**src/rtl/axi_atop_defines.svh**
```systemverilog
// AXI widths and sizing limits for the ATOP filter subsystem.
`ifndef AXI_ATOP_DEFINES_SVH
`define AXI_ATOP_DEFINES_SVH

// Transaction ID width in bits.
`define AXI_ID_W 4
// Byte address width in bits.
`define AXI_ADDR_W 16
// Data bus width in bits.
`define AXI_DATA_W 32

// Write bursts the filter lets stand open on the memory side.
`define AXI_MAX_WRITE_TXNS 2

// Memory depth in words, a power of two so the word index wraps.
`define MEM_WORDS 256

`endif
```
**src/rtl/axi_atop_pkg.sv**
```systemverilog
// AXI channel payload types and protocol constants for the ATOP filter subsystem.
`include "axi_atop_defines.svh"

package axi_atop_pkg;

  // Basic field types.
  typedef logic [`AXI_ID_W-1:0]     id_t;
  typedef logic [`AXI_ADDR_W-1:0]   addr_t;
  typedef logic [`AXI_DATA_W-1:0]   data_t;
  typedef logic [`AXI_DATA_W/8-1:0] strb_t;
  typedef logic [7:0]               len_t;

  // Response codes.
  typedef logic [1:0] resp_t;
  localparam resp_t RESP_OKAY   = 2'b00;
  localparam resp_t RESP_SLVERR = 2'b10;

  // Atop field, class sits in bits 5:4.
  typedef logic [5:0] atop_t;
  localparam logic [1:0] ATOP_NONE        = 2'b00;
  localparam logic [1:0] ATOP_ATOMICSTORE = 2'b01;
  localparam logic [1:0] ATOP_ATOMICLOAD  = 2'b10;
  // Swap and compare share this class, bit 0 picks compare.
  localparam logic [1:0] ATOP_ATOMICSWAP  = 2'b11;

  // Only incrementing bursts are served.
  localparam logic [1:0] BURST_INCR = 2'b01;

  // Write address channel.
  typedef struct packed {
    id_t        id;
    addr_t      addr;
    len_t       len;
    logic [2:0] size;
    logic [1:0] burst;
    atop_t      atop;
  } aw_chan_t;

  // Read address channel.
  typedef struct packed {
    id_t        id;
    addr_t      addr;
    len_t       len;
    logic [2:0] size;
    logic [1:0] burst;
  } ar_chan_t;

  // Write data channel.
  typedef struct packed {
    data_t data;
    strb_t strb;
    logic  last;
  } w_chan_t;

  // Write response channel.
  typedef struct packed {
    id_t   id;
    resp_t resp;
  } b_chan_t;

  // Read data channel.
  typedef struct packed {
    id_t   id;
    data_t data;
    resp_t resp;
    logic  last;
  } r_chan_t;

endpackage

```
**src/rtl/axi_atop_filter.sv**
```systemverilog
// ATOP filter that absorbs atomic AXI write bursts and answers them with SLVERR.
`timescale 1ns/1ps
`include "axi_atop_defines.svh"

module axi_atop_filter (
  input  logic                   clk_i,
  input  logic                   rst_ni,
  // Slave side, driven by the upstream master.
  input  logic                   s_aw_valid_i,
  output logic                   s_aw_ready_o,
  input  axi_atop_pkg::aw_chan_t s_aw_i,
  input  logic                   s_w_valid_i,
  output logic                   s_w_ready_o,
  input  axi_atop_pkg::w_chan_t  s_w_i,
  output logic                   s_b_valid_o,
  input  logic                   s_b_ready_i,
  output axi_atop_pkg::b_chan_t  s_b_o,
  input  logic                   s_ar_valid_i,
  output logic                   s_ar_ready_o,
  input  axi_atop_pkg::ar_chan_t s_ar_i,
  output logic                   s_r_valid_o,
  input  logic                   s_r_ready_i,
  output axi_atop_pkg::r_chan_t  s_r_o,
  // Master side, toward the slave without ATOP support.
  output logic                   m_aw_valid_o,
  input  logic                   m_aw_ready_i,
  output axi_atop_pkg::aw_chan_t m_aw_o,
  output logic                   m_w_valid_o,
  input  logic                   m_w_ready_i,
  output axi_atop_pkg::w_chan_t  m_w_o,
  input  logic                   m_b_valid_i,
  output logic                   m_b_ready_o,
  input  axi_atop_pkg::b_chan_t  m_b_i,
  output logic                   m_ar_valid_o,
  input  logic                   m_ar_ready_i,
  output axi_atop_pkg::ar_chan_t m_ar_o,
  input  logic                   m_r_valid_i,
  output logic                   m_r_ready_o,
  input  axi_atop_pkg::r_chan_t  m_r_i
);

  import axi_atop_pkg::*;

  localparam int unsigned      CNT_W    = $clog2(`AXI_MAX_WRITE_TXNS + 1);
  localparam logic [CNT_W-1:0] MAX_TXNS = CNT_W'(`AXI_MAX_WRITE_TXNS);

  typedef enum logic [2:0] {W_FEEDTHROUGH, BLOCK_AW, ABSORB_W, INJECT_B, WAIT_R} w_state_e;
  typedef enum logic {R_FEEDTHROUGH, INJECT_R} r_state_e;

  w_state_e         w_state_q, w_state_d;
  r_state_e         r_state_q, r_state_d;
  logic [CNT_W-1:0] w_cnt_q, w_cnt_d;
  id_t              id_q, id_d;
  len_t             r_beats_q, r_beats_d;

  logic aw_atomic;
  logic aw_needs_r;
  logic absorb_ready;
  logic absorb_last;
  logic r_free;
  logic r_cmd_push_valid;
  logic r_cmd_push_ready;
  logic r_cmd_pop_valid;
  logic r_cmd_pop_ready;
  len_t r_cmd_len;

  // Atomic AW on the slave side.
  assign aw_atomic  = s_aw_valid_i && (s_aw_i.atop[5:4] != ATOP_NONE);
  // Every class except atomic store returns read data.
  assign aw_needs_r = s_aw_i.atop[5:4] != ATOP_ATOMICSTORE;

  // Hold the last atomic beat while a memory B waits upstream.
  // Otherwise the injected B would replace it under a stalled valid.
  assign absorb_ready = !s_w_i.last || !m_b_valid_i || s_b_ready_i;
  assign absorb_last  = s_w_valid_i && s_w_i.last && absorb_ready;

  // No memory R beat is left hanging at the slave side.
  assign r_free = !m_r_valid_i || s_r_ready_i;

  // Write side: AW, W and B.
  always_comb begin
    m_aw_o           = s_aw_i;
    m_aw_o.atop      = '0;
    m_w_o            = s_w_i;
    m_aw_valid_o     = 1'b0;
    s_aw_ready_o     = 1'b0;
    m_w_valid_o      = 1'b0;
    s_w_ready_o      = 1'b0;
    s_b_valid_o      = m_b_valid_i;
    s_b_o            = m_b_i;
    m_b_ready_o      = s_b_ready_i;
    id_d             = id_q;
    r_cmd_push_valid = 1'b0;
    w_state_d        = w_state_q;

    case (w_state_q)
      W_FEEDTHROUGH: begin
        // AW passes while below the open burst limit.
        if (w_cnt_q < MAX_TXNS) begin
          m_aw_valid_o = s_aw_valid_i;
          s_aw_ready_o = m_aw_ready_i;
        end
        // W only follows an AW that already went down.
        if (w_cnt_q != '0) begin
          m_w_valid_o = s_w_valid_i;
          s_w_ready_o = m_w_ready_i;
        end
        if (aw_atomic) begin
          // Atomic AW never reaches the memory.
          m_aw_valid_o = 1'b0;
          s_aw_ready_o = r_cmd_push_ready;
          if (r_cmd_push_ready) begin
            id_d             = s_aw_i.id;
            r_cmd_push_valid = aw_needs_r;
            if (w_cnt_q != '0) begin
              // Let open bursts drain their W data first.
              w_state_d = BLOCK_AW;
            end else begin
              s_w_ready_o = absorb_ready;
              w_state_d   = absorb_last ? INJECT_B : ABSORB_W;
            end
          end
        end
      end

      BLOCK_AW: begin
        if (w_cnt_q != '0) begin
          m_w_valid_o = s_w_valid_i;
          s_w_ready_o = m_w_ready_i;
        end else begin
          // Drained, the next W burst is the atomic one.
          s_w_ready_o = absorb_ready;
          w_state_d   = absorb_last ? INJECT_B : ABSORB_W;
        end
      end

      ABSORB_W: begin
        s_w_ready_o = absorb_ready;
        if (absorb_last) begin
          w_state_d = INJECT_B;
        end
      end

      INJECT_B: begin
        // Memory B waits behind the injected error.
        m_b_ready_o = 1'b0;
        s_b_valid_o = 1'b1;
        s_b_o       = '{id: id_q, resp: RESP_SLVERR};
        if (s_b_ready_i) begin
          w_state_d = (r_cmd_pop_valid && !r_cmd_pop_ready) ? WAIT_R : W_FEEDTHROUGH;
        end
      end

      WAIT_R: begin
        // The ID stays in use until the read reply is done.
        if (!r_cmd_pop_valid) begin
          w_state_d = W_FEEDTHROUGH;
        end
      end

      default: begin
        w_state_d = W_FEEDTHROUGH;
      end
    endcase
  end

  // Read side: AR always passes, R is fed through or injected.
  always_comb begin
    m_ar_o          = s_ar_i;
    m_ar_valid_o    = s_ar_valid_i;
    s_ar_ready_o    = m_ar_ready_i;
    s_r_o           = m_r_i;
    s_r_valid_o     = m_r_valid_i;
    m_r_ready_o     = s_r_ready_i;
    r_cmd_pop_ready = 1'b0;
    r_beats_d       = r_beats_q;
    r_state_d       = r_state_q;

    case (r_state_q)
      R_FEEDTHROUGH: begin
        // Switch only between beats so a stalled memory beat stays put.
        if (r_cmd_pop_valid && r_free) begin
          r_beats_d = r_cmd_len;
          r_state_d = INJECT_R;
        end
      end

      INJECT_R: begin
        m_r_ready_o = 1'b0;
        s_r_valid_o = 1'b1;
        s_r_o       = '{id: id_q, data: '0, resp: RESP_SLVERR, last: (r_beats_q == '0)};
        if (s_r_ready_i) begin
          if (r_beats_q == '0) begin
            r_cmd_pop_ready = 1'b1;
            r_state_d       = R_FEEDTHROUGH;
          end else begin
            r_beats_d = r_beats_q - 1'b1;
          end
        end
      end

      default: begin
        r_state_d = R_FEEDTHROUGH;
      end
    endcase
  end

  // Open bursts downstream: AW given minus W bursts completed.
  always_comb begin
    w_cnt_d = w_cnt_q;
    if (m_aw_valid_o && m_aw_ready_i) begin
      w_cnt_d = w_cnt_d + 1'b1;
    end
    if (m_w_valid_o && m_w_ready_i && m_w_o.last) begin
      w_cnt_d = w_cnt_d - 1'b1;
    end
  end

  always_ff @(posedge clk_i or negedge rst_ni) begin
    if (!rst_ni) begin
      w_state_q <= W_FEEDTHROUGH;
      r_state_q <= R_FEEDTHROUGH;
      w_cnt_q   <= '0;
      id_q      <= '0;
      r_beats_q <= '0;
    end else begin
      w_state_q <= w_state_d;
      r_state_q <= r_state_d;
      w_cnt_q   <= w_cnt_d;
      id_q      <= id_d;
      r_beats_q <= r_beats_d;
    end
  end

  // Pending R injection, holds len of the atomic burst.
  stream_register #(
    .T (len_t)
  ) u_r_cmd (
    .clk_i   (clk_i),
    .rst_ni  (rst_ni),
    .valid_i (r_cmd_push_valid),
    .ready_o (r_cmd_push_ready),
    .data_i  (s_aw_i.len),
    .valid_o (r_cmd_pop_valid),
    .ready_i (r_cmd_pop_ready),
    .data_o  (r_cmd_len)
  );

endmodule

```
**src/rtl/stream_register.sv**
```systemverilog
// One-entry valid/ready register holding a single payload of any type.
`timescale 1ns/1ps

module stream_register #(
  parameter type T = logic
) (
  input  logic clk_i,
  input  logic rst_ni,
  input  logic valid_i,
  output logic ready_o,
  input  T     data_i,
  output logic valid_o,
  input  logic ready_i,
  output T     data_o
);

  logic full_q;
  T     data_q;

  // Accept when empty, or when the held entry leaves this cycle.
  assign ready_o = !full_q || ready_i;
  assign valid_o = full_q;
  assign data_o  = data_q;

  always_ff @(posedge clk_i or negedge rst_ni) begin
    if (!rst_ni) begin
      full_q <= 1'b0;
      data_q <= '0;
    end else if (ready_o) begin
      // Load on push, drop to empty on a plain pop.
      full_q <= valid_i;
      if (valid_i) begin
        data_q <= data_i;
      end
    end
  end

endmodule

```
**config.mk**
```make
export PLATFORM = sky130hd
export DESIGN_NAME = axi_atop_filter
export DESIGN_NICKNAME = d
export VERILOG_FILES = /design/src/rtl/axi_atop_pkg.sv /design/src/rtl/axi_atop_filter.sv /design/src/rtl/stream_register.sv
export VERILOG_INCLUDE_DIRS = /design/src /design/src/rtl
export SDC_FILE = /design/constraint.sdc
export NUM_CORES = 1
export LEC_CHECK = 0
export ABC_AREA = 1
export BUFFER_PORTS_ARGS = -buffer_cell sky130_fd_sc_hd__buf_2
export CAP_MARGIN = 40
export CORE_AREA = 3 3 128 130
export DETAILED_ROUTE_END_ITERATION = 8
export DIE_AREA = 0 0 131 133
export PLACE_DENSITY = 0.5
export SYNTH_ARGS = -nofsm -noshare
export SYNTH_HDL_FRONTEND = slang
export SYNTH_SLANG_ARGS = --single-unit
```
**constraint.sdc**
```tcl
create_clock -name clk_i -period 1.6 [get_ports clk_i]
set_input_delay 0.24 -clock clk_i [delete_from_list [all_inputs] [get_ports clk_i]]
set_output_delay 0.24 -clock clk_i [all_outputs]
set_load 0.03 [all_outputs]
```
==> flow_summary.yaml <==
status:
  status: "complete, but fails checks"
  failed_checks: "negative hold slack, negative setup slack"
synthesis:
  synth.distinct_cells: 31
  postSynth.asyncResetShare: 1.000
  synth_enable_flop_cells: 0
  synth_sequential_area_ratio: 0.2273
  synthFlopType: "dfrtp_1"
  yosys-mux-area-fraction: 0
  synth.avg_cell_area_um2: 6.577
  synth_simple_gate_area_share: 0.3060
  synthesized_area_fraction_occupied_by_ao_oa_aoi_and_oai_cells: 0.06524
  synth.top_cell.area_share: 0.2803
  ys_top_cells_by_area: "buf_4 28%, dfrtp_1 23%, nand2_1 11%"
  syn-instance-count: 452
  postSynthRegisterBits: 27
  syn_area_mm2: 0.002973
  synth_adder_area_share: 0.01263
  synthXorXnorAreaFrac: 0
  synth_top_cell_by_area: "buf_4"
  synthMostInstantiatedCell: "buf_4"
  synthTopCellsByCount: "111 x buf_4, 91 x nand2_1, 64 x inv_1"
  synth.yosys.warnings: 0
  dominant_combinational_cell_family_by_area_after_synthesis: "buffers and inverters"
clock_network:
  numCtsBuffers: 3
  tritoncts_num_sinks: 27
  cts_hold_buffers: 0
  clk_latency_ns: 0.26
  maximum_buffer_depth_of_the_clock_tree: 2
  tritoncts_clock_tree: "done"
  h-tree-depth: 1
  clock-root-buffer: "clkbuf_16"
  cts.clk_slew.worst_paths_ns: 0.07
die:
  die-width_um: 131
  core_region_area_mm2: 0.01526
  die_area_mm2: 0.01742
  die_y_um: 133
  io-pin-count: 330
  floorplan.initialDensity: 0.1948
  rows: 45
power:
  p_leak_uw: 0.002340
  total_power_uw: 7989
  vdd.ir_drop.worst_mv: 0.7728
  powerDensity_mw_per_mm2: 1857
routing:
  overall_via_count_from_detail_route: 2858
  drt_first_iter_violations: 52
  firstDrtPassIters: 4
  post_drt_wl_per_cell_um: 15.76
  route.antenna.remaining_nets: 0
  total_wire_length_um: 11660
  drc: 0
  viasPerCell: 3.862
worst_setup_path:
  crit_path_cell_trace: "inv_2 -> ha_4 -> inv_2 -> nor3_4 -> nand3b_4 -> nand2_4 -> nand2_2 -> nand2_2 -> nand2_2 -> nand2_4 -> buf_6"
  cp_slowest_stage_delay_ns: 0.39
  setup.worst_path.end_class: "output port"
  critical_path_rt_ns: 1.36
  cp_top_family: "simple AND/OR/NAND/NOR gates"
  crit_buf_inv: 3
  worstPathArrival_ns: 1.66
  slowest_stage: "dfrtp_1"
  cpMostUsedCell: "nand2_2"
  start_kind: "flop"
  worstPathMaxFanout: 3
  setup.worst_path.class: "reg2out"
min_path:
  worstHoldPathType: "in2async"
final_layout:
  area_delta_synth_final_pct: 44.74
  layout-drive-gt1-share: 0.5444
  layout.nets: 699
  number_of_filler_instances_in_the_final_layout: 1673
  finalNonFillerCells: 740
  antenna-diode-count: 0
timing:
  relative_slew_margins: 0.5725
  maxClockFrequency_mhz: 526.7
  setup_viol: 11
  total_negative_slack_for_setup_checks_ns: -1.232
  hold_ws_ns: -0.004582
  maxSlewViolCount: 0
  hold_violations: 3
  final_critical_path_share_of_the_clock_period: 1.187
  fin_crit_ns: 1.899
  setup_repair_after_global_routing_missed_its_margin: "true"
  timing_worst_slew_pin_value_ns: 0.6413
  timing.clock.skew_ns: 0.002232
  timing.final.ws_setup_ns: -0.2986
global_routing:
  grt_overflow_total: 0
  grt_max_degree: 28
  first_pass_grt_wire_length_um: 16360
  grt_pass1_vias: 2819
  antenna_found_initial: 1
  total_routing_resource_utilization_after_global_routing: 0.1231
placement:
  routabilityCongestion: 0.7707
  dp_hpwl_um: 9258
  number_of_cells_after_detailed_placement: 714
  io_buffer_count: 135
flow_run:
  max-cap-violations: 0
registers in the layout, summed over array words and instances, names as in the netlist:
signal / cells
r_state_q: 1
w_cnt_q: 2
id_q: 4
r_beats_q: 8
w_state_q: 3
u_r_cmd.data_o: 8
u_r_cmd.valid_o: 1
per-stage QoR:
step / setup WS [ns] / utilization / cell area [µm²]
6_report: -0.2986 / 0.2820 / 4303
5_1_grt: -0.3882 / 0.2820 / 4303
4_1_cts: -0.3473 / 0.2627 / 4009
3_5_place_dp: -0.1300 / 0.2176 / 3321
3_3_place_gp: -0.1085 / 0.2176 / 3321
2_1_floorplan: -0.09181 / - / 3012
power by group:
group / total (µW) / internal [µW] / switching (µW) / leakage, µW
clock network: 590 / 342 / 248 / 0.0000382
registers: 1260 / 1010 / 252 / 0.000331
logic: 6140 / 2740 / 3390 / 0.00197
total: 7990 / 4100 / 3890 / 0.00234
routing by layer:
layer  routed length, µm  vias up  part of all wire  track usage
met2                6018      166              0.52       0.2221
met5                  13        -            0.0011            0
met3                1435       32              0.12      0.05329
met4                 298        2             0.026      0.03486
li1                    -     1406                 -            -
met1                3895     1252              0.33       0.1275
final cells by class:
class | instances | area [µm²] | share of cell area
Clock buffer | 4 | 78.83 | 0.01832
Inverter | 72 | 285.3 | 0.06630
Tap cell | 211 | 264.0 | 0.06135
Timing Repair Buffer | 186 | 1481 | 0.3443
Sequential cell | 27 | 679.4 | 0.1579
Multi-Input combinational cell | 240 | 1514 | 0.3518
worst reg2reg max path: cells and delay by family (launching register included):
kind	cells	cell delay (ns)
buffers and inverters	3	0.31
flip-flops	1	0.39
AND/OR/NAND/NOR	6	0.63
adder cells (fa/ha/maj)	1	0.13
layout by cell type (no fill, tap or decap), types with 2 or more instances in the layout:
| cell | Yosys | routed |
|---|---|---|
| nor2_4 | 2 | 21 |
| clkbuf_16 | 0 | 3 |
| or2_4 | 0 | 3 |
| o21ai_4 | 0 | 2 |
| nor2_2 | 2 | 11 |
| nand2_4 | 3 | 8 |
| a21oi_1 | 3 | 2 |
| buf_6 | 2 | 42 |
| nand2_2 | 6 | 16 |
| inv_2 | 8 | 10 |
| inv_1 | 64 | 60 |
| nand2_1 | 91 | 76 |
| buf_12 | 0 | 4 |
| dfrtp_1 | 27 | 24 |
| buf_2 | 3 | 86 |
| conb_1 | 1 | 6 |
| nor2_1 | 51 | 23 |
| buf_16 | 0 | 3 |
| o21ai_2 | 5 | 10 |
| nand3b_1 | 2 | 2 |
| o21ai_0 | 18 | 9 |
| nand3_1 | 27 | 27 |
| dfrtp_2 | 0 | 3 |
| buf_4 | 111 | 49 |
| nand3_4 | 1 | 2 |
| o21ai_1 | 5 | 7 |
logic make-up (layout without fill, tap and decap cells):
family                   count (synthesis)  in the layout
AO/OA/AOI/OAI                           33             33
adder cells (fa/ha/maj)                  3              3
buffers and inverters                  191            262
flip-flops                              27             27
other                                    1              6
AND/OR/NAND/NOR                        197            198
final timing paths:
path                                               startpoint                             to  slack [ns]  depth (start not counted)
worst max-delay path                 r_beats_q[0]$_DFFE_PN0P_                    s_w_ready_o       -0.30                         11
worst min-delay path                                   rst_ni            id_q[2]$_DFFE_PN0P_      -0.005                          1
worst max register to register       r_beats_q[0]$_DFFE_PN0P_  u_r_cmd.data_o[3]$_DFFE_PN0P_        0.02                         10
worst min register to register  u_r_cmd.data_o[7]$_DFFE_PN0P_  u_r_cmd.data_o[7]$_DFFE_PN0P_        0.46                          2
max in group asynchronous                              rst_ni       w_state_q[1]$_DFFE_PN0P_        1.15                          1
min in group clk_i                                 s_aw_i[37]            id_q[2]$_DFFE_PN0P_        0.22                          3
timing repair:
item                       CTS  global route
pin swaps                   11            16
setup endpoints to repair   41            73
cloned                       4             1
hold endpoints to repair     0             0
setup buffers               11            11
resized for setup          129            78
Note: power is estimated with default switching activity, not from simulation.
